<file path="src/ramUnit_params.svh">
//--------------------
// SRAM controller parameters
// Bank count, widths, queue depths, strobe timing
//--------------------
`ifndef RAM_UNIT_PARAMS_SVH
`define RAM_UNIT_PARAMS_SVH

`define RAM_BANKS			2	// SRAM chips, one bank each
`define RAM_DQ_WIDTH		16	// Bus and SRAM data width
`define RAM_ADRS_WIDTH		10	// Word address inside one chip
`define BUS_ADRS_WIDTH		32	// Slave bus address

`define CMD_QUEUE_DEPTH		4	// Command FIFO entries
`define RD_TAG_DEPTH		8	// Outstanding read tags

`define RAM_STROBE_CYCLES	2	// OE or WE low time

`endif
</file>
<file path="src/ramUnitPkg.sv">
//--------------------
// SRAM controller types
// Data, address and bank vectors, bank FSM states
//--------------------
`include "ramUnit_params.svh"

package ramUnitPkg;

	typedef logic [`RAM_DQ_WIDTH-1:0]			ramData_t;	// One data word
	typedef logic [`RAM_ADRS_WIDTH-1:0]			ramAdrs_t;	// In-chip word address
	typedef logic [`BUS_ADRS_WIDTH-1:0]			busAdrs_t;	// Slave bus address
	typedef logic [$clog2(`RAM_BANKS)-1:0]		bankSel_t;	// Bank index

	// Bank strobe sequencer
	typedef enum logic [2:0] {
		stIdle,		// Ready for a command
		stSetup,	// CE low, address settles
		stStrobe,	// OE or WE low
		stHold,		// Strobes released
		stRespond	// Read data waiting for merge
	} bankState_t;

endpackage

</file>
<file path="src/ramReadMerge.sv">
//--------------------
// Read merge
// Returns bank read results in issue order
// Bank tag FIFO picks which bank may hand over next
//--------------------
`include "ramUnit_params.svh"

module ramReadMerge (
	input	logic										sysClk,
	input	logic										rstN,
	// Tag push from queue
	input	logic										tagValid,
	output	logic										tagReady,
	input	ramUnitPkg::bankSel_t						tagBank,
	// Bank results
	input	logic [`RAM_BANKS-1:0]						bankRdValid,
	output	logic [`RAM_BANKS-1:0]						bankRdReady,
	input	ramUnitPkg::ramData_t [`RAM_BANKS-1:0]		bankRdData,
	// Response port
	output	logic										rdValid,
	input	logic										rdReady,
	output	ramUnitPkg::ramData_t						rdData
);

localparam int PtrW = $clog2(`RD_TAG_DEPTH);
localparam int CntW = $clog2(`RD_TAG_DEPTH + 1);

//--------------------
// Tag FIFO
//--------------------
ramUnitPkg::bankSel_t	tagMem [`RD_TAG_DEPTH];
logic [PtrW-1:0]		tagWrPtr;
logic [PtrW-1:0]		tagRdPtr;
logic [CntW-1:0]		tagCount;

logic					tagPush;
logic					tagPop;
logic					outFree;		// Output register can take a word
ramUnitPkg::bankSel_t	headTag;

assign tagReady	= (tagCount != CntW'(`RD_TAG_DEPTH));
assign tagPush	= tagValid && tagReady;
assign headTag	= tagMem[tagRdPtr];
assign outFree	= !rdValid || rdReady;

// Only the head tag's bank may deliver
always_comb begin
	for (int b = 0; b < `RAM_BANKS; b++) begin
		bankRdReady[b] = (tagCount != '0) && outFree
						&& (headTag == ramUnitPkg::bankSel_t'(b));
	end
end

assign tagPop = |(bankRdValid & bankRdReady);	// Result taken, tag retires

always_ff @(posedge sysClk) begin
	if (tagPush) begin
		tagMem[tagWrPtr] <= tagBank;
	end
end

always_ff @(posedge sysClk) begin
	if (!rstN) begin
		tagWrPtr	<= '0;
		tagRdPtr	<= '0;
		tagCount	<= '0;
		rdValid		<= 1'b0;
	end else begin
		if (tagPush) begin
			tagWrPtr <= (tagWrPtr == PtrW'(`RD_TAG_DEPTH-1)) ? '0 : tagWrPtr + 1'b1;
		end
		if (tagPop) begin
			tagRdPtr <= (tagRdPtr == PtrW'(`RD_TAG_DEPTH-1)) ? '0 : tagRdPtr + 1'b1;
		end
		tagCount <= tagCount + CntW'(tagPush) - CntW'(tagPop);

		// Output valid
		if (tagPop) begin
			rdValid <= 1'b1;
		end else if (rdReady) begin
			rdValid <= 1'b0;
		end
	end
end

// Output word, stable while stalled
always_ff @(posedge sysClk) begin
	if (tagPop) begin
		rdData <= bankRdData[headTag];
	end
end

endmodule

</file>
<file path="config.mk">
export PLATFORM = sky130hd
export DESIGN_NAME = ramReadMerge
export DESIGN_NICKNAME = d
export VERILOG_FILES = /design/src/ramUnitPkg.sv /design/src/ramReadMerge.sv
export VERILOG_INCLUDE_DIRS = /design/src
export SDC_FILE = /design/constraint.sdc
export NUM_CORES = 1
export LEC_CHECK = 0
export ABC_AREA = 1
export BUFFER_PORTS_ARGS = -buffer_cell sky130_fd_sc_hd__buf_4
export CAP_MARGIN = 20
export CORE_AREA = 2 2 62 64
export CTS_CLUSTER_DIAMETER = 50
export DETAILED_ROUTE_END_ITERATION = 8
export DIE_AREA = 0 0 64 66
export GPL_TIMING_DRIVEN = 1
export PLACE_DENSITY_LB_ADDON = 0.3
export SLEW_MARGIN = 30
export SYNTH_ARGS = -nofsm -noshare
export SYNTH_HDL_FRONTEND = slang
export SYNTH_SLANG_ARGS = --single-unit
</file>
<file path="constraint.sdc">
create_clock -name sysClk -period 4.7 [get_ports sysClk]
set_clock_uncertainty 0.2 [all_clocks]
set_input_delay 0.235 -clock sysClk [delete_from_list [all_inputs] [get_ports sysClk]]
set_output_delay 0.235 -clock sysClk [all_outputs]
set_load 0.005 [all_outputs]
</file>
==> Yosys cells after proc, flatten, opt, wreduce, memory -nomap -nowiden <==
Memories as Yosys holds them, arrays and structs flattened. A register that Yosys moved wholly into a read port is not among the register bits.
Index checks and enable logic that the tools add are counted.
Widths: inputs -> output; s select.
{ "totals": {"ff_bits": 27, "ram_bits": 8, "out_inout_bits": 20, "mem_count": 1} }
{ "memory_table": {"columns": ["name", "words", "width", "rd", "rd_clocked_by_memory_dff", "write_ports", "line", "source"], "rows": [
  ["tagMem", 8, 1, 1, 1, 1, "ramReadMerge.sv:31", "ramUnitPkg::bankSel_t tagMem [`RD_TAG_DEPTH];"]
]} }
{ "classes": {"addsub": 4, "magnitude_cmp": 1, "eq_ne": 3, "mux": 10, "bitwise": 2, "n_reduce_logical": 9} }
{ "op_table": {"columns": ["operator", "count"], "rows": [
  ["$mux 16", 2],
  ["$mux 3", 4],
  ["$add 3x1->3 const B", 2],
  ["$eq 3x3->1 const B", 2],
  ["$add 4x1->4", 1],
  ["$logic_and 1x1->1", 4],
  ["$mux 1", 4],
  ["$ne 4x4->1 const B", 1],
  ["$reduce_bool 4->1", 1],
  ["$sub 4x1->4", 1],
  ["$and 2x2->2", 1],
  ["$lt 1x2->1 const B", 1],
  ["$reduce_bool 2->1", 1],
  ["$reduce_or 2->1", 1],
  ["$logic_not 1->1", 1],
  ["$logic_or 1x1->1", 1],
  ["$not 1->1", 1]
]} }

==> Depth between registers and ports, before layout <==
Gate-level depths: netlist of run 1.
{ "depth": {"word_depth": 8, "depth_mapped": 14} }

==> Worst setup path before layout of run 1 <==
Ideal clock, no wire load.
{ "synth_timing": {"kind": "reg2reg", "startpoint": "register tagCount[2]", "endpoint": "register tagCount[1]", "setup_time_ns": 0.110, "arrival_time_ns": 2.513, "setup_slack_ns": 1.877, "path_stages_with_launch": 12, "synth_period_minus_slack_ns": 2.823, "cell_sequence": "dfxtp_1 inv_1 ha_1 a31oi_1 nand4_2 nand2_1 ha_1 inv_1 ha_1 fa_1 nand2_1 inv_1"} }
{ "synth_via": {"elab_chain_cells": 6, "elab_cells_between_ends": 10, "cone_classes": "add/sub (2); eq/ne (1); bitwise (1); reduce/logical (6)"} }
{ "synth_rtl": {"columns": ["element", "line", "source"], "rows": [
  ["start, declared", "ramReadMerge.sv:34", "logic [CntW-1:0] tagCount;"],
  ["start signal, assigned", "ramReadMerge.sv:75", "tagCount <= tagCount + CntW'(tagPush) - CntW'(tagPop);"],
  ["$reduce_bool 4->1 *", "ramReadMerge.sv:49", "bankRdReady[b] = (tagCount != '0) && outFree"],
  ["$logic_and 1x1->1 *", "ramReadMerge.sv:49", null],
  ["$logic_and 1x1->1", "ramReadMerge.sv:50", "&& (headTag == ramUnitPkg::bankSel_t'(b));"],
  ["$and 2x2->2 *", "ramReadMerge.sv:54", "assign tagPop = |(bankRdValid & bankRdReady);"],
  ["$reduce_or 2->1 *", "ramReadMerge.sv:54", null],
  ["via tagPop", "ramReadMerge.sv:37", "logic tagPop;"],
  ["$sub 4x1->4 *", "ramReadMerge.sv:75", null]
]} }
Mark *: on every way through the listed nets, which the timed path passes. The rest lies on a longest branch.
A chain may end at the register's enable or synchronous reset.

==> Worst setup path in the final report of run 1 <==
{ "layout_timing": {"startpoint": "register tagCount[2]", "endpoint": "register tagCount[3]"} }
The elaborated chain is that of the path after synthesis.

==> flow_summary.toml, run 1 <==
[cts]
clock-sinks = 38
insertion_delay_ns = 0.33
cts_hold_buf = 22
cts_tree = "done"
ctsResizeCount = 0
postCtsSetupRepairBufs = 0
ctsRootBufferMaster = "clkbuf_4"
cts_made_buffers = 5
htreeDepth = 2
clock_path_buffers = 2
clkTransAtPathRegs_ns = 0.10

[synthesis]
synth_top_area_share_pct = 38.6
synthCells = 163
synthDistinctLibCells = 25
yosys.area.top_type = "edfxtp_1"
ys_warn_count = 0
ys_ff_latch = 38
syn_nets = 213
ys_seq_area_share_pct = 53.6
ys_top_cells_by_area = "edfxtp_1 39%, dfxtp_1 15%, mux2_4 7.2%"
yosys-top-cells-count = "29 x inv_1, 24 x edfxtp_1, 19 x nand2_1"
synthArstFlopShare_pct = 0
synth_top_flop_cell = "edfxtp_1"
synth_edf_count = 24
syn_area_mm2 = 0.00187
syn_avg_cell_area_um2 = 11.5
yosysMostFrequentCell = "inv_1"

[place]
place_ws_ns = 1.50
io_buffer_count = 58
dp_hpwl_um = 2510
place_area_mm2 = 0.00234
routabilityCongestion = 0.769
placed_cells = 267

[setup_path]
rr_startpoint = "tagCount[2]"
arrival_ns = 3.32
critPathLaunchType = "flop"
crit_required_ns = 4.77
reg2reg_depth = 12
cp-end-kind = "flop"
cp-startpoint = "tagCount[2]"
crit_fanout = 18
crit_type = "flop to flop"
rrSetupSlack_ns = 1.45
r2r-end = "tagCount[3]"

[timing]
hold_viol_final = 0
fin_tns_setup_ns = 0
fmax_ghz = 0.307
setup_viol = 0
fin_crit_ns = 3.25
max-slew-margin-rel_pct = 50.4
grt_setup_unrepaired = "false"
setup_ws_ns = 1.45
worstMarginPinSlew_ns = 0.741
finalMaxSlewViolations = 0
whs_ns = 0.0248
min_period_over_period_pct = 69.2

[flow_run]
drv_cap = 0

[finish]
final_cells = 308
nets = 309
fill_cells = 242
drive_above_1_share_pct = 34.6
antenna_cells = 0
final_core_util_pct = 76.6
syn_to_final_growth_pct = 45.6
design_area_mm2 = 0.00272

[detailed_routing]
vias = 1450
drc_errors = 0
viasPerCell = 4.71
drt-pass1-iter-count = 4
ant_nets = 0
routedWlPerCell_um = 12.8
wirelength_um = 3950
drt_iter0_drc = 80

[floorplanning]
ios = 59
die_x_um = 64
die_y_um = 66
rows = 22
core-area_mm2 = 0.00355
start_util_pct = 52.6
die-area_mm2 = 0.00422

[power]
seqPwrFrac_pct = 36.3
p_switching_mw = 0.549
power_frac_comb_pct = 54.1
power_mw = 1.58
intPower_mw = 1.03
p_leak_nw = 1.27
p_per_area_mw_per_mm2 = 581
peakVddDrop_mv = 0.365
p_sw_share_pct = 34.7
clock_power_share_pct = 9.7

[min_path]
hold_path_depth = 2
min_to = "rdData[2]"
hold_class = "input port to flop"
hold_path.startpoint = "bankRdData[18]"

[global_route]
grt_usage_pct = 18.4
grt.overflow.total = 0
grt_start_max_net_pins = 19
antenna_found_initial = 0
grt_first_pass_wirelength_um = 5820
grt_pass1_vias = 1355

[run_status]
outcome = "finished clean"
-- final cells by class --
| class | count | area [µm²] | area share, % |
|---|---|---|---|
| inverters | 30 | 113 | 4.14 |
| well taps | 48 | 60.1 | 2.21 |
| clock inverters | 2 | 8.76 | 0.322 |
| flip-flops and latches | 38 | 1000 | 36.8 |
| multi-input cells | 93 | 731 | 26.9 |
| repair buffers | 91 | 766 | 28.2 |
| clock buffers | 6 | 41.3 | 1.52 |
-- how the worst max path moves through the flow --
stage / end / slack (ns)
after floorplan: tagCount[1] / 1.88
after global placement: tagCount[1] / 1.53
after detailed placement: tagCount[3] / 1.50
after CTS: tagCount[3] / 1.49
after global routing: tagCount[3] / 1.10
final: tagCount[3] / 1.45
-- power groups by stage --
stage	clock network, mW	registers [mW]	logic (mW)
detailed placement	0	0.579	0.750
floorplan	0	0.579	0.538
finish	0.153	0.574	0.855
CTS	0.160	0.572	0.819
global route	0.176	0.584	0.948
global placement	0	0.575	0.736
-- kinds of logic (layout without fill, tap and decap cells) --
family,Yosys count,count (layout),synth area share (%)
DFF,38,38,53.6
xor gates and xnor gates,1,1,0.469
adders and majority gates,11,11,7.77
AOI/OAI and AO/OA,14,14,4.35
muxes,16,16,11.5
and+or+nand+nor,51,51,15.1
buffers and inverters,32,129,7.30
-- per-layer routing --
layer  wire length, µm  vias up  GRT usage (%)
li1                  -      737              -
met1              1640      668           21.3
met2              2080       41           32.7
met3               187        4           5.45
met4                34        0           5.71
met5                 0        -              0
-- state kept, by name (all words and copies together), names as in the netlist, named ones only --
name      count
tagWrPtr      3
tagMem        8
tagCount      4
rdData       16
rdValid       1
tagRdPtr      3
-- critical path, cell delays in order, from the launching register on --
cell     delay (ns)
dfxtp_1        0.32
inv_1          0.06
ha_1           0.20
a31oi_1        0.39
nand4_2        0.26
nand2_1        0.62
ha_1           0.27
inv_1          0.07
ha_1           0.27
a21o_1         0.16
a21oi_1        0.16
o21ai_0        0.10
a21oi_1        0.10
-- layout by cell type (no fill, tap or decap), types with 5 or more instances in the layout --
cell	synthesis	layout
buf_4	0	58
dlygate4sd3_1	0	33
inv_1	29	29
edfxtp_1	24	24
nand2_1	19	19
nor2_1	18	18
dfxtp_1	14	14
ha_1	10	10
mux2_4	9	9
mux2_2	7	7
a21oi_1	7	7
nand3_2	5	5
nand3_1	5	5
clkbuf_4	0	5
(Power assumes the default switching activity.)
==> inputs of run 2 (changes only) <==
- CORE_AREA: 2 2 62 64 -> 2 2 65 67
- DIE_AREA: 0 0 64 66 -> 0 0 67 69
- clock period: 4.7 -> 3.2 ns (I/O delays scaled with it)
==> run 2 against run 1 <==
Via count down 1.4%. Combinational power up 52%. First-iteration DRC count down 29%. Flip-flop and latch count unchanged. Cell count up 0.97%. Wire length about the same. Sequential power up 47%. Worst setup slack worse by 0.95 ns. Global-route usage up 0.62 points. Register-to-register slack worse by 0.95 ns. Core utilization down 5.9 points. Largest power group unchanged.
==> flow_summary.toml, run 2 (same netlist as run 1, synthesis figures left out) <==
[finish]
largest-register = "rdData"
largest_reg_flops = 16
drive_above_1_share_pct = 35.2
final_common_cell = "buf_4"
antenna_cells = 0
syn_to_final_growth_pct = 48.2
largest_registers = "rdData: 16 flops, tagMem: 8 flops, tagCount: 4 flops"
final_core_util_pct = 70.7
final_cells = 311
nets = 311
layout_common_cells = "59 x buf_4, 34 x dlygate4sd3_1, 29 x inv_1"

[cts]
insertion_delay_ns = 0.29
cts_tree = "done"
clock-sinks = 38
clkTransAtPathRegs_ns = 0.07
clock_path_buffers = 2
htreeDepth = 2
ctsRootBufferMaster = "clkbuf_8"
cts_made_buffers = 5

[timing]
fin_tns_setup_ns = 0
worstMarginPinSlew_ns = 0.469
finalMaxSlewViolations = 0
whs_ns = 0.0166
max-slew-margin-rel_pct = 68.6
setup_viol = 0
hold_viol_final = 0
grt_setup_unrepaired = "false"
fmax_ghz = 0.370
min_period_over_period_pct = 84.4
fin_crit_ns = 2.70

[global_route]
antenna_found_initial = 0
grt_first_pass_wirelength_um = 6640
grt.overflow.total = 0
grt_usage_pct = 19.0
grt_pass1_vias = 1492
grt_start_max_net_pins = 19

[flow_run]
drv_cap = 0

[detailed_routing]
viasPerCell = 4.60
wirelength_um = 3950
drt_iter0_drc = 57
ant_nets = 0
wl_met3_um = 146
drc_errors = 0
met2RoutedLength_um = 2150
wl_met1_um = 1560
drt-pass1-iter-count = 4
highest_layer = "met4"
routedWlPerCell_um = 12.7
vias = 1430

[place]
placed_cells = 270
io_buffer_count = 58
routabilityCongestion = 0.701
dp_hpwl_um = 2680

[power]
power_mw = 2.44
peakVddDrop_mv = 0.475
p_leak_nw = 1.29
p_per_area_mw_per_mm2 = 882

[setup_path]
arrival_ns = 2.71
cp-end-kind = "flop"
rrSetupSlack_ns = 0.50
crit_type = "flop to flop"
crit_required_ns = 3.21
crit_fanout = 7
critPathLaunchType = "flop"

[floorplanning]
ios = 59
rows = 23
core-area_mm2 = 0.00391
die_y_um = 69
die_x_um = 67
start_util_pct = 47.7
die-area_mm2 = 0.00462

[run_status]
outcome = "finished clean"

[min_path]
hold_class = "input port to flop"
-- run 2: cell count changes in the layout (fill, tap and decap cells not counted), sizes merged --
cell / change
clkbuf: -1
dlygate4sd3: +1
buf: +1
-- run 2: worst max-delay path: stages, from the launching register on --
cell	delay, ns
dfxtp_1	0.31
inv_1	0.07
ha_1	0.20
a31oi_1	0.40
nand4_2	0.28
nand2_1	0.15
ha_1	0.15
inv_1	0.06
ha_1	0.26
a21o_1	0.16
a21oi_1	0.16
o21ai_0	0.10
a21oi_1	0.13
-- run 2: report_power, final --
| group | switching (mW) | internal, mW |
|---|---|---|
| clock network | 0.156 | 0.146 |
| logic | 0.594 | 0.705 |
| registers | 0.0797 | 0.761 |
| total | 0.830 | 1.61 |
-- run 2: final timing paths --
path	end	cells past startpoint	start
max	tagCount[3]	12	tagCount[2]
min	rdValid	4	rdReady
max reg2reg	tagCount[3]	12	tagCount[2]
min reg2reg	tagWrPtr[0]	1	tagWrPtr[0]
-- run 2: layout make-up --
type | instances | area, µm²
timing repair buffer | 93 | 783
clock inverter | 2 | 10.0
sequential | 38 | 1000
multi-input combinational | 93 | 731
tap | 50 | 62.6
clock buffer | 5 | 68.8
inverter | 30 | 113
fill | 294 | 1140
-- run 2: metal layers --
| layer | GRT usage, % | vias up |
|---|---|---|
| li1 | - | 736 |
| met1 | 21.0 | 659 |
| met2 | 34.1 | 26 |
| met3 | 5.06 | 9 |
| met4 | 6.35 | 0 |
| met5 | 0 | - |
-- run 2: per-stage QoR --
stage / worst slack, ns / cell area, µm²
final: 0.500 / 2770
after global routing: 0.288 / 2770
after CTS: 0.526 / 2770
after detailed placement: 0.545 / 2350
after global placement: 0.614 / 2350
after floorplan: 0.377 / 1870
-- run 2: repair_timing --
action,4_1_cts,5_1_grt
endpoints found under the hold margin,38,0
gates resized for setup,0,0
hold buffers,34,0
setup buffers,0,0
