**src/ramUnit_params.svh**
```systemverilog
//--------------------
// SRAM controller parameters
// Bank count, widths, queue depths, strobe timing
//--------------------
`ifndef RAM_UNIT_PARAMS_SVH
`define RAM_UNIT_PARAMS_SVH

`define RAM_BANKS			2	// SRAM chips, one bank each
`define RAM_DQ_WIDTH		16	// Bus and SRAM data width
`define RAM_ADRS_WIDTH		10	// Word address inside one chip
`define BUS_ADRS_WIDTH		32	// Slave bus address

`define CMD_QUEUE_DEPTH		4	// Command FIFO entries
`define RD_TAG_DEPTH		8	// Outstanding read tags

`define RAM_STROBE_CYCLES	2	// OE or WE low time

`endif
```
**src/ramUnitPkg.sv**
```systemverilog
//--------------------
// SRAM controller types
// Data, address and bank vectors, bank FSM states
//--------------------
`include "ramUnit_params.svh"

package ramUnitPkg;

	typedef logic [`RAM_DQ_WIDTH-1:0]			ramData_t;	// One data word
	typedef logic [`RAM_ADRS_WIDTH-1:0]			ramAdrs_t;	// In-chip word address
	typedef logic [`BUS_ADRS_WIDTH-1:0]			busAdrs_t;	// Slave bus address
	typedef logic [$clog2(`RAM_BANKS)-1:0]		bankSel_t;	// Bank index

	// Bank strobe sequencer
	typedef enum logic [2:0] {
		stIdle,		// Ready for a command
		stSetup,	// CE low, address settles
		stStrobe,	// OE or WE low
		stHold,		// Strobes released
		stRespond	// Read data waiting for merge
	} bankState_t;

endpackage

```
**src/ramCmdQueue.sv**
```systemverilog
//--------------------
// Command queue
// Buffers bus commands, issues them in order to the addressed bank
// Read issue also pushes the bank tag to the read merge
//--------------------
`include "ramUnit_params.svh"

module ramCmdQueue (
	input	logic							sysClk,
	input	logic							rstN,
	// Bus command
	input	logic							cmdValid,
	output	logic							cmdReady,
	input	logic							cmdRead,		// High read, low write
	input	ramUnitPkg::busAdrs_t			cmdAdrs,
	input	ramUnitPkg::ramData_t			cmdWrData,
	// Bank issue
	output	logic [`RAM_BANKS-1:0]			bankCmdValid,	// One hot, head bank only
	input	logic [`RAM_BANKS-1:0]			bankCmdReady,
	output	logic							bankCmdRead,	// Broadcast
	output	ramUnitPkg::ramAdrs_t			bankCmdAdrs,	// Broadcast
	output	ramUnitPkg::ramData_t			bankCmdWrData,	// Broadcast
	// Read tag push
	output	logic							tagValid,
	input	logic							tagReady,
	output	ramUnitPkg::bankSel_t			tagBank
);

localparam int PtrW = $clog2(`CMD_QUEUE_DEPTH);
localparam int CntW = $clog2(`CMD_QUEUE_DEPTH + 1);

//--------------------
// Storage
//--------------------
ramUnitPkg::bankSel_t	qBank [`CMD_QUEUE_DEPTH];	// Decoded at the top
ramUnitPkg::ramAdrs_t	qAdrs [`CMD_QUEUE_DEPTH];
ramUnitPkg::ramData_t	qData [`CMD_QUEUE_DEPTH];
logic					qRead [`CMD_QUEUE_DEPTH];

logic [PtrW-1:0]		wrPtr;
logic [PtrW-1:0]		rdPtr;
logic [CntW-1:0]		count;			// Entries held

logic					push;
logic					pop;
logic					notEmpty;
logic					headRead;
logic					headGo;			// Head may be offered
ramUnitPkg::bankSel_t	headBank;

assign cmdReady	= (count != CntW'(`CMD_QUEUE_DEPTH));	// Low only when full
assign push		= cmdValid && cmdReady;
assign notEmpty	= (count != '0);

// Head entry
assign headBank			= qBank[rdPtr];
assign headRead			= qRead[rdPtr];
assign bankCmdRead		= headRead;
assign bankCmdAdrs		= qAdrs[rdPtr];
assign bankCmdWrData	= qData[rdPtr];

// Reads wait for room in the tag FIFO
assign headGo = notEmpty && (!headRead || tagReady);

always_comb begin
	for (int b = 0; b < `RAM_BANKS; b++) begin
		bankCmdValid[b] = headGo && (headBank == ramUnitPkg::bankSel_t'(b));
	end
end

assign pop		= |(bankCmdValid & bankCmdReady);
assign tagValid	= pop && headRead;		// Same cycle as the read issue
assign tagBank	= headBank;

// Bank field sits right above the chip address
always_ff @(posedge sysClk) begin
	if (push) begin
		qBank[wrPtr] <= cmdAdrs[`RAM_ADRS_WIDTH +: $bits(ramUnitPkg::bankSel_t)];
		qAdrs[wrPtr] <= cmdAdrs[`RAM_ADRS_WIDTH-1:0];
		qData[wrPtr] <= cmdWrData;
		qRead[wrPtr] <= cmdRead;
	end
end

//--------------------
// Pointers
//--------------------
always_ff @(posedge sysClk) begin
	if (!rstN) begin
		wrPtr <= '0;
		rdPtr <= '0;
		count <= '0;
	end else begin
		if (push) begin
			wrPtr <= (wrPtr == PtrW'(`CMD_QUEUE_DEPTH-1)) ? '0 : wrPtr + 1'b1;
		end
		if (pop) begin
			rdPtr <= (rdPtr == PtrW'(`CMD_QUEUE_DEPTH-1)) ? '0 : rdPtr + 1'b1;
		end
		count <= count + CntW'(push) - CntW'(pop);
	end
end

endmodule

```
**config.mk**
```make
export PLATFORM = sky130hd
export DESIGN_NAME = ramCmdQueue
export DESIGN_NICKNAME = d
export VERILOG_FILES = /design/src/ramUnitPkg.sv /design/src/ramCmdQueue.sv
export VERILOG_INCLUDE_DIRS = /design/src
export SDC_FILE = /design/constraint.sdc
export NUM_CORES = 1
export LEC_CHECK = 0
export ABC_AREA = 1
export ABC_CLOCK_PERIOD_IN_PS = 3040
export BUFFER_PORTS_ARGS = -buffer_cell sky130_fd_sc_hd__buf_2
export CAP_MARGIN = 25
export CELL_PAD_IN_SITES_DETAIL_PLACEMENT = 1
export CELL_PAD_IN_SITES_GLOBAL_PLACEMENT = 1
export CORE_MARGIN = 3
export CORE_UTILIZATION = 45
export DETAILED_ROUTE_END_ITERATION = 6
export GPL_TIMING_DRIVEN = 0
export PLACE_DENSITY_LB_ADDON = 0.15
export SLEW_MARGIN = 20
export SYNTH_ARGS = -nofsm -noshare
export SYNTH_HDL_FRONTEND = slang
export SYNTH_SLANG_ARGS = --single-unit
```
**constraint.sdc**
```tcl
create_clock -name sysClk -period 3.04 [get_ports sysClk]
set_clock_uncertainty 0.05 [all_clocks]
set_input_delay 0 -clock sysClk [delete_from_list [all_inputs] [get_ports sysClk]]
set_output_delay 0 -clock sysClk [all_outputs]
set_load 0.02 [all_outputs]
```
---- After elaboration in Yosys (flattened, before gate mapping) ----
Memory sizes are Yosys's and may differ from the RTL's. A register that Yosys moved wholly into a read port is not among the register bits.
Index checks and enable logic that the tools add are counted.
operators by class
  $add $sub $neg .......................... 4
  equality and inequality tests ........... 3
  mux-type cells .......................... 12
  bitwise operators ....................... 2
  reductions and logical operators ........ 9
operators with widths
  kind                                         number
  two-way mux 2 bit                            10
  logical AND 1 bit                            5
  adder 2 x 1 -> 2 bit, second input constant  2
  == test 2 bit, second input constant         2
  adder 3 x 1 -> 3 bit                         1
  != test 3 bit, second input constant         1
  nonzero test 3 bit                           1
  subtractor 3 x 1 -> 3 bit                    1
  AND 2 bit                                    1
  two-way mux 1 bit                            2
  OR reduction 2 bit                           1
  logical NOT 1 bit                            1
  logical OR 1 bit                             1
  inverter 1 bit                               1
storage, ports and cells
  bits in registers ....................... 7
  memory bits (writable) .................. 112
  output and inout bits ................... 32
  logic and storage cells ................. 37
  memories ................................ 4
memories
  memory  depth  bits a word  read ports  clocked after memory_dff  write ports  RTL line           text
  qData   4      16           1           1                         1            ramCmdQueue.sv:37  ramUnitPkg::ramData_t qData [`CMD_QUEUE_DEPTH];
  qAdrs   4      10           1           1                         1            ramCmdQueue.sv:36  ramUnitPkg::ramAdrs_t qAdrs [`CMD_QUEUE_DEPTH];
  qBank   4      1            1           1                         1            ramCmdQueue.sv:35  ramUnitPkg::bankSel_t qBank [`CMD_QUEUE_DEPTH];
  qRead   4      1            1           1                         1            ramCmdQueue.sv:38  logic qRead [`CMD_QUEUE_DEPTH];

---- Depth between registers and ports, before layout ----
Gate-level depths: netlist of run 1.
  word-level depth ........................ 8
  mapped depth ............................ 15

---- Worst setup path before layout of run 1 ----
No wires, ideal clock.
  kind .................................... reg-to-reg
  start point ............................. reg count[1]
  end point ............................... mem qAdrs[0][0] (netlist bit), enable pin
  library setup time ...................... 0.413 ns
  arrival time ............................ 2.071 ns
  data required time ...................... 2.577 ns
  path slack .............................. 0.506 ns
  cell stages (with the launch flop) ...... 5
  buffers on the path ..................... 0
  period minus slack after synthesis ...... 2.534 ns
  cell sequence ........................... dfxtp_1 -> inv_1 -> nand3_1 -> nand2_1 -> nor2_1
on the way
  word-level cells in the longest chain between the ends .. 4
ends and longest elaborated chain
  what                    RTL line            text
  start, declared         ramCmdQueue.sv:42   logic [CntW-1:0] count;
  start signal, assigned  ramCmdQueue.sv:100  count <= count + CntW'(push) - CntW'(pop);
  != test 3 bit           ramCmdQueue.sv:51   assign cmdReady = (count != CntW'(`CMD_QUEUE_DEPTH));
  named net cmdReady      ramCmdQueue.sv:13   output logic cmdReady,
  logical AND 1 bit       ramCmdQueue.sv:52   assign push = cmdValid && cmdReady;
  two-way mux 1 bit       ramCmdQueue.sv:77   if (push) begin
  two-way mux 1 bit       ramCmdQueue.sv:79   qAdrs[wrPtr] <= cmdAdrs[`RAM_ADRS_WIDTH-1:0];
  end, declared           ramCmdQueue.sv:36
The timed path passes the listed nets, and every way through them passes these cells.

==> metrics.csv, run 1 <==
metric,value,unit
PortBufs,65,
outcome,finished clean,
post-synthesis cell type count,24,
nets,531,
Std-Cell Core Area,0.0100,mm^2
CTS tree,yes,
R2R Setup Slk,0.52,ns
"Slew Viols, Final",0,
1st-pass router iterations,4,
Longest Clk Path Bufs,2,
Peak supply drop,0.000514,V
Setup crit end kind,flip-flop,
fraction of final layout cells sized beyond drive strength 1,25.2,%
post-cts gate resize count,0,
worst setup margin,0.524,ns
global-route wire length before repair,18800,um
fmax,398,MHz
Antenna Violating Nets Remaining,0,
Worst Hold Depth,6,
H-tree depth,4,
Fin Setup TNS,0,ns
endpoints failing hold,0,
Placer Congestion,0.701,
cts bufs inserted,17,
final setup violation count,0,
starting density of the core,47.5,%
RSZ-0062 raised after global routing,no,
final WL,11700,um
met3 routed WL,473,um
Syn Nets,410,
Total GRT Usage,21.8,%
DIE AREA,0.0118,mm^2
Worst Tran Pin Value,0.646,ns
clock tree sinks,121,
Crit path largest cell delay,0.56,ns
Cells after Synth,347,
initial antenna violation count,0,
register area share after synthesis,74.5,%
Final period util,82.7,%
Diodes inserted,0,
vias,3169,
Leak,0.00232,uW
DR top layer,met4,
HP Start,tagReady,
"Slowest-stage cell, CP",dlygate4sd3_1,
Final min period,2.52,ns
Worst-path clk slew,0.06,ns
DRC viols,0,
max_cap viols,0,
initial DRC count,316,
dpl ws,0.643,ns
via/cell ratio,5.16,
WP data required,3.45,ns
Setup CP Type,reg2reg,
"commonest non-fill, non-tap cell in the layout",edfxtp_1,
num rows,36,
clk_lat worst skew,0.52,ns
die width,109,um
CP startpoint kind,flip-flop,
synthesis-to-finish area growth,31.8,%
Ports,87,
Synth Warn #,0,
CP Data Arrival Time,2.92,ns
M1 WL,4930,um
Cell Pwr Density,1030,mW/mm^2
most frequent cells in the layout,"112 x edfxtp_1, 67 x buf_2, 58 x nor2_1",
root buffer cell,clkbuf_8,
normalized max-slew margin,56.9,%
Met2 Routed Length,6120,um
mapped cell area,0.00475,mm^2
grt ovf,0,
Mapped Avg Cell Area,13.7,um^2
worst-case reg-to-reg path depth,10,
largest net degree at the start of global routing,18,
fill cell count,989,
HP Class,in2reg,
crit-path cells,"inv_2, buf_2, nand3_2, nand2_1, nand4_4, nand3_1, dlygate4sd3_1, nand2_1, nor2_1, dlygate4sd3_1",
#FFs+latches synth,121,
Critical Path Fanout Max,10,
vias in the first global route,3615,
Die H,109,um
dpl hpwl,7130,um
wire length per cell after detailed routing,19.1,um
==> metal layers <==
| metal | vias to the layer above | global-route usage [%] |
|---|---|---|
| li1 | 1513 | - |
| met1 | 1560 | 26.2 |
| met2 | 77 | 37.4 |
| met3 | 19 | 5.92 |
| met4 | 0 | 8.75 |
| met5 | - | 0 |
==> logic make-up after synthesis <==
family | after synthesis | synth area share [%]
DFF | 121 | 74.5
xor gates and xnor gates | 1 | 0.184
AOI/OAI and AO/OA | 87 | 9.89
and+or+nand+nor | 94 | 9.92
buffers and inverters | 36 | 3.21
adders and majority gates | 8 | 2.26
==> critical path, delay by kind of cell (launching register included) <==
kind          cells  cell delay [ns]
simple gates      6             0.64
flops             1             0.33
buf+inv           4             1.42
==> power breakdown <==
group	internal [uW]	switching (uW)	total, uW	leakage [uW]
sequential	2050	79.2	2130	0.00110
clock	1150	703	1850	0.000252
combinational	787	1690	2480	0.000969
==> flip-flops by register name, summed over array words and instances (netlist names), named ones only <==
signal  flops
wrPtr       2
qAdrs      40
count       3
qData      64
rdPtr       2
qRead       4
qBank       4
==> through the flow <==
step / cell area, um^2 / std cells / util (%) / hold WS [ns] / power, uW
finish: 6270 / 614 / 62.7 / 0.0514 / 6460
global route: 6270 / 614 / 62.7 / 0.0852 / 6820
CTS: 6270 / 614 / 62.7 / 0.0263 / 6520
detailed placement: 5390 / 549 / 53.9 / 0.168 / 4570
global placement: 5250 / 545 / 52.5 / 0.163 / 4440
floorplan: 4750 / 347 / - / 0.0476 / 3680
==> layout make-up <==
| type | instances | area, um^2 | area share (%) |
|---|---|---|---|
| inverters | 18 | 67.6 | 1.08 |
| multi-input cells | 190 | 1090 | 17.4 |
| well taps | 133 | 166 | 2.66 |
| clock buffers | 17 | 414 | 6.61 |
| clock inverters | 15 | 135 | 2.16 |
| repair buffers | 102 | 766 | 12.2 |
| plain buffers | 18 | 85.1 | 1.36 |
| flip-flops and latches | 121 | 3540 | 56.5 |
==> synthesized netlist by cell type <==
| master | number | share of area, % |
|---|---|---|
| a211oi_1 | 1 | 0.16 |
| a21oi_1 | 6 | 0.63 |
| buf_2 | 2 | 0.21 |
| buf_6 | 2 | 0.47 |
| clkbuf_1 | 14 | 1.1 |
| dfxtp_1 | 9 | 3.8 |
| edfxtp_1 | 112 | 71 |
| fa_1 | 1 | 0.42 |
| ha_1 | 7 | 1.8 |
| inv_1 | 16 | 1.3 |
| inv_2 | 2 | 0.16 |
| nand2_1 | 13 | 1.0 |
| nand2_2 | 5 | 0.66 |
| nand2_4 | 3 | 0.71 |
| nand3_1 | 4 | 0.42 |
| nand3_2 | 2 | 0.42 |
| nand3_4 | 2 | 0.74 |
| nand3b_1 | 1 | 0.16 |
| nand4_4 | 2 | 0.89 |
| nor2_1 | 62 | 4.9 |
| o21ai_0 | 48 | 5.1 |
| o21ai_1 | 6 | 0.63 |
| o22ai_1 | 26 | 3.4 |
| xor2_1 | 1 | 0.18 |
==> how the worst max path moves through the flow <==
stage	depth (start not counted)	slack, ns	end
3_3_place_gp	4	-0.46	qData[0][9]$_DFFE_PP_
3_5_place_dp	13	0.64	count[2]$_SDFF_PN0_
5_1_grt	10	0.33	rdPtr[1]$_SDFFE_PN0N_
6_report	10	0.52	flip-flop
2_1_floorplan	4	0.51	qAdrs[0][0]$_DFFE_PP_
4_1_cts	10	0.53	rdPtr[1]$_SDFFE_PN0N_
==> timing repair <==
item,4_1_cts,5_1_grt
hold buffers,33,0
endpoints found under the hold margin,121,0
buffers inserted,0,0
No activity file was read; power rests on OpenSTA's default activity.
==> run 2: changes to the inputs <==
--- a/config.mk
+++ b/config.mk
@@ -6,14 +6,14 @@
 export SDC_FILE = /design/constraint.sdc
 export NUM_CORES = 1
 export LEC_CHECK = 0
-export ABC_AREA = 1
-export ABC_CLOCK_PERIOD_IN_PS = 3040
+export ABC_AREA = 0
+export ABC_CLOCK_PERIOD_IN_PS = 2300
 export BUFFER_PORTS_ARGS = -buffer_cell sky130_fd_sc_hd__buf_2
 export CAP_MARGIN = 25
 export CELL_PAD_IN_SITES_DETAIL_PLACEMENT = 1
 export CELL_PAD_IN_SITES_GLOBAL_PLACEMENT = 1
 export CORE_MARGIN = 3
-export CORE_UTILIZATION = 45
+export CORE_UTILIZATION = 42
 export DETAILED_ROUTE_END_ITERATION = 6
 export GPL_TIMING_DRIVEN = 0
 export PLACE_DENSITY_LB_ADDON = 0.15
==> constraint.sdc (replaced) <==
create_clock -name sysClk -period 2.3 [get_ports sysClk]
set_clock_uncertainty 0.05 [all_clocks]
set_input_delay 0 -clock sysClk [delete_from_list [all_inputs] [get_ports sysClk]]
set_output_delay 0 -clock sysClk [all_outputs]
set_load 0.02 [all_outputs]
==> run 2 against run 1 <==
The run now ends with negative setup slack left. Power increased by 8.6%. Non-clock buffer count decreased by 7. Register-to-register slack got worse by 0.92 ns. Utilization decreased by 4.1 points. Sequential power increased by 29%. Wire length decreased by 24%. Largest cell class unchanged.
==> metrics.csv, run 2 <==
metric,value,unit,change
Cell Pwr Density,1140,mW/mm^2,was 1030 mW/mm^2
Die H,110,um,was 109 um
post-route insts no fill,473,,was 614
Crit path largest cell delay,0.55,ns,was 0.56 ns
"commonest non-fill, non-tap cell in the layout",edfxtp_1,,unchanged
Std-Cell Core Area,0.0105,mm^2,was 0.0100 mm^2
crit-path cells,"buf_12, mux4_2, mux2i_4, nor2_4, ha_4, inv_2, ha_4, inv_2, fa_2, xnor2_2, xnor2_1, and2_1",,"was inv_2, buf_2, nand3_2, nand2_1, nand4_4, nand3_1, dlygate4sd3_1, nand2_1, nor2_1, dlygate4sd3_1"
Antenna Violating Nets Remaining,0,,unchanged
die width,110,um,was 109 um
Worst Path Buf+Inv,3,,was 4
initial DRC count,107,,was 316
root buffer cell,clkbuf_8,,unchanged
fill cell count,956,,was 989
CTS tree,yes,,unchanged
post-synthesis cell type count,27,,was 24
via/cell ratio,4.89,,was 5.16
largest net degree at the start of global routing,22,,was 18
Synth area leaders,"edfxtp_1 74%, mux4_2 12%, dfxtp_1 4.0%",,"was edfxtp_1 71%, o21ai_0 5.1%, nor2_1 4.9%"
dpl hpwl,5540,um,was 7130 um
mapped cell area,0.00456,mm^2,was 0.00475 mm^2
register area share after synthesis,77.7,%,was 74.5%
vias in the first global route,2617,,"was 3,615"
RSZ-0062 raised after global routing,yes,,was no
PortBufs,65,,unchanged
power after layout,7010,uW,was 6460 uW
Final period util,117,%,was 82.7%
dpl cells,405,,was 549
Largest register FFs,64,,unchanged
DRC viols,0,,unchanged
Worst-path clk slew,0.06,ns,about the same
wire length per cell after detailed routing,18.8,um,was 19.1 um
grt ovf,0,,unchanged
Setup crit end kind,flip-flop,,unchanged
synthesis-to-finish area growth,34.5,%,was 31.8%
outcome,finished with violations,,was finished clean
normalized max-slew margin,71.6,%,was 56.9%
Final min period,2.70,ns,was 2.52 ns
vias,2312,,"was 3,169"
1st-pass router iterations,4,,unchanged
Critical Path Fanout Max,3,,was 10
most frequent cells in the layout,"112 x edfxtp_1, 65 x buf_2, 30 x dlygate4sd3_1",,"was 112 x edfxtp_1, 67 x buf_2, 58 x nor2_1"
Largest Register,qData,,unchanged
Synth top area share,73.7,%,was 70.7%
endpoints failing hold,0,,unchanged
max_cap viols,0,,unchanged
"Slowest-stage cell, CP",mux4_2,,was dlygate4sd3_1
Mapped Avg Cell Area,22.8,um^2,was 13.7 um^2
"Slew Viols, Final",0,,unchanged
clk_lat worst skew,0.50,ns,was 0.52 ns
initial antenna violation count,0,,unchanged
final setup violation count,3,,was 0
failing checks,negative setup slack,,
Fin Setup TNS,-0.660,ns,was 0 ns
global-route wire length before repair,13700,um,"was 18,800 um"
Placed Area,0.00516,mm^2,was 0.00539 mm^2
fmax,371,MHz,was 398 MHz
HP Class,in2reg,,unchanged
CP Data Arrival Time,3.05,ns,was 2.92 ns
starting density of the core,43.6,%,was 47.5%
Synth Warn #,0,,unchanged
H-tree depth,4,,unchanged
Synth area leader,edfxtp_1,,unchanged
Peak supply drop,0.000512,V,was 0.000514 V
#FFs+latches synth,121,,unchanged
Layout Utilization,58.6,%,was 62.7%
Placer Congestion,0.688,,was 0.701
most common cell in the synthesized netlist,edfxtp_1,,unchanged
"top cells by count, synth","112 x edfxtp_1, 25 x mux4_2, 9 x dfxtp_1",,"was 112 x edfxtp_1, 62 x nor2_1, 48 x o21ai_0"
nets,388,,was 531
family with the most delay on the worst path,multiplexers,,was buffers and inverters
clock tree sinks,121,,unchanged
final WL,8880,um,"was 11,700 um"
worst setup margin,-0.399,ns,was 0.524 ns
CP startpoint kind,flip-flop,,unchanged
cts bufs inserted,17,,unchanged
DIE AREA,0.0121,mm^2,was 0.0118 mm^2
Total GRT Usage,16.0,%,was 21.8%
Finished Cell Area,0.00613,mm^2,was 0.00627 mm^2
Diodes inserted,0,,unchanged
Main synth FF type,edfxtp_1,,unchanged
Leak,0.00220,uW,was 0.00232 uW
Synth async-reset ratio,0,%,unchanged
Syn Nets,263,,was 410
Post-synth EDFFs,112,,unchanged
fraction of final layout cells sized beyond drive strength 1,44.2,%,was 25.2%
Cells after Synth,200,,was 347
biggest regs,"qData (64), qAdrs (40)",,unchanged
Ports,87,,unchanged
num rows,37,,was 36
Setup CP Type,reg2reg,,unchanged
WP data required,2.65,ns,was 3.45 ns
Longest Clk Path Bufs,2,,unchanged
Worst Tran Pin Value,0.426,ns,was 0.646 ns
## run 2: changes by cell type after synthesis, sizes merged, moves of 3 or more
cell	before	now
and2	0	4
nand3	8	0
o21ai	54	0
and3	0	4
nor2	62	4
clkbuf	14	3
mux4	0	28
inv	18	6
o22ai	26	0
a21oi	6	0
mux2i	0	3
nand2	21	6
## run 2: routing by layer
| metal | wire [um] | vias up | part of all wire [%] | GRT usage, % |
|---|---|---|---|---|
| met4 | 94 | 0 | 1.1 | 6.16 |
| met3 | 315 | 11 | 3.5 | 4.95 |
| met5 | 0 | - | 0 | 0 |
| met2 | 4720 | 49 | 53 | 26.6 |
| met1 | 3750 | 1180 | 42 | 19.7 |
| li1 | - | 1072 | - | - |
## run 2: area by class of cell
cell class | count | area (um^2) | area share, %
Clock buffer | 20 | 425 | 6.94
Timing Repair Buffer | 108 | 798 | 13.0
Inverter | 6 | 22.5 | 0.367
Buffer | 5 | 41.3 | 0.673
Sequential cell | 121 | 3540 | 57.8
Clock inverter | 11 | 130 | 2.12
Multi-Input combinational cell | 66 | 1000 | 16.3
Tap cell | 136 | 170 | 2.77
## run 2: cells by family (layout without fill, tap and decap cells)
logic type               count (synthesis)  after routing  synth area share, %
AO/OA/AOI/OAI                            2              2                0.329
XOR/XNOR                                 2              2                0.384
adder cells (fa/ha/maj)                  8              8                 2.36
buffers and inverters                   13            150                 1.32
flip-flops                             121            121                 77.7
multiplexers                            32             32                 15.3
AND/OR/NAND/NOR                         22             22                 2.66
## run 2: power by group
part / internal, uW / total, uW / switching, uW
logic: 855 / 1790 / 934
clock network: 1620 / 2480 / 862
registers: 2650 / 2740 / 84.6
## run 2: repair_timing
item,CTS,global route
hold endpoints to repair,121,0
hold buffers,30,0
pin swaps,7,6
setup endpoints to repair,23,5
buffers inserted,7,2
gates resized for setup,11,5
## run 2: worst register-to-register path: stages, from the launching register on
cell and delay (ns):
dfxtp_2 0.33, buf_12 0.10, mux4_2 0.55, mux2i_4 0.22
nor2_4 0.15, ha_4 0.21, inv_2 0.06, ha_4 0.12
inv_2 0.03, fa_2 0.35, xnor2_2 0.16, xnor2_1 0.12
and2_1 0.13
## run 2: worst paths after layout
kind,startpoint,endpoint,slack [ns],cells after the start
setup / recovery,flip-flop,count[2]$_SDFF_PN0_,-0.40,12
hold / removal,bankCmdReady[0],flip-flop,0.12,6
setup reg to reg,flip-flop,count[2]$_SDFF_PN0_,-0.40,12
hold reg to reg,rdPtr[0]$_SDFFE_PN0N_,flip-flop,0.45,2
## run 2: per-stage QoR
stage	worst slack [ns]	hold WS (ns)
6_report	-0.399	0.120
5_1_grt	-0.540	0.129
4_1_cts	-0.396	0.0122
3_5_place_dp	-0.636	0.166
3_3_place_gp	-0.596	0.165
2_1_floorplan	-0.481	0.0489
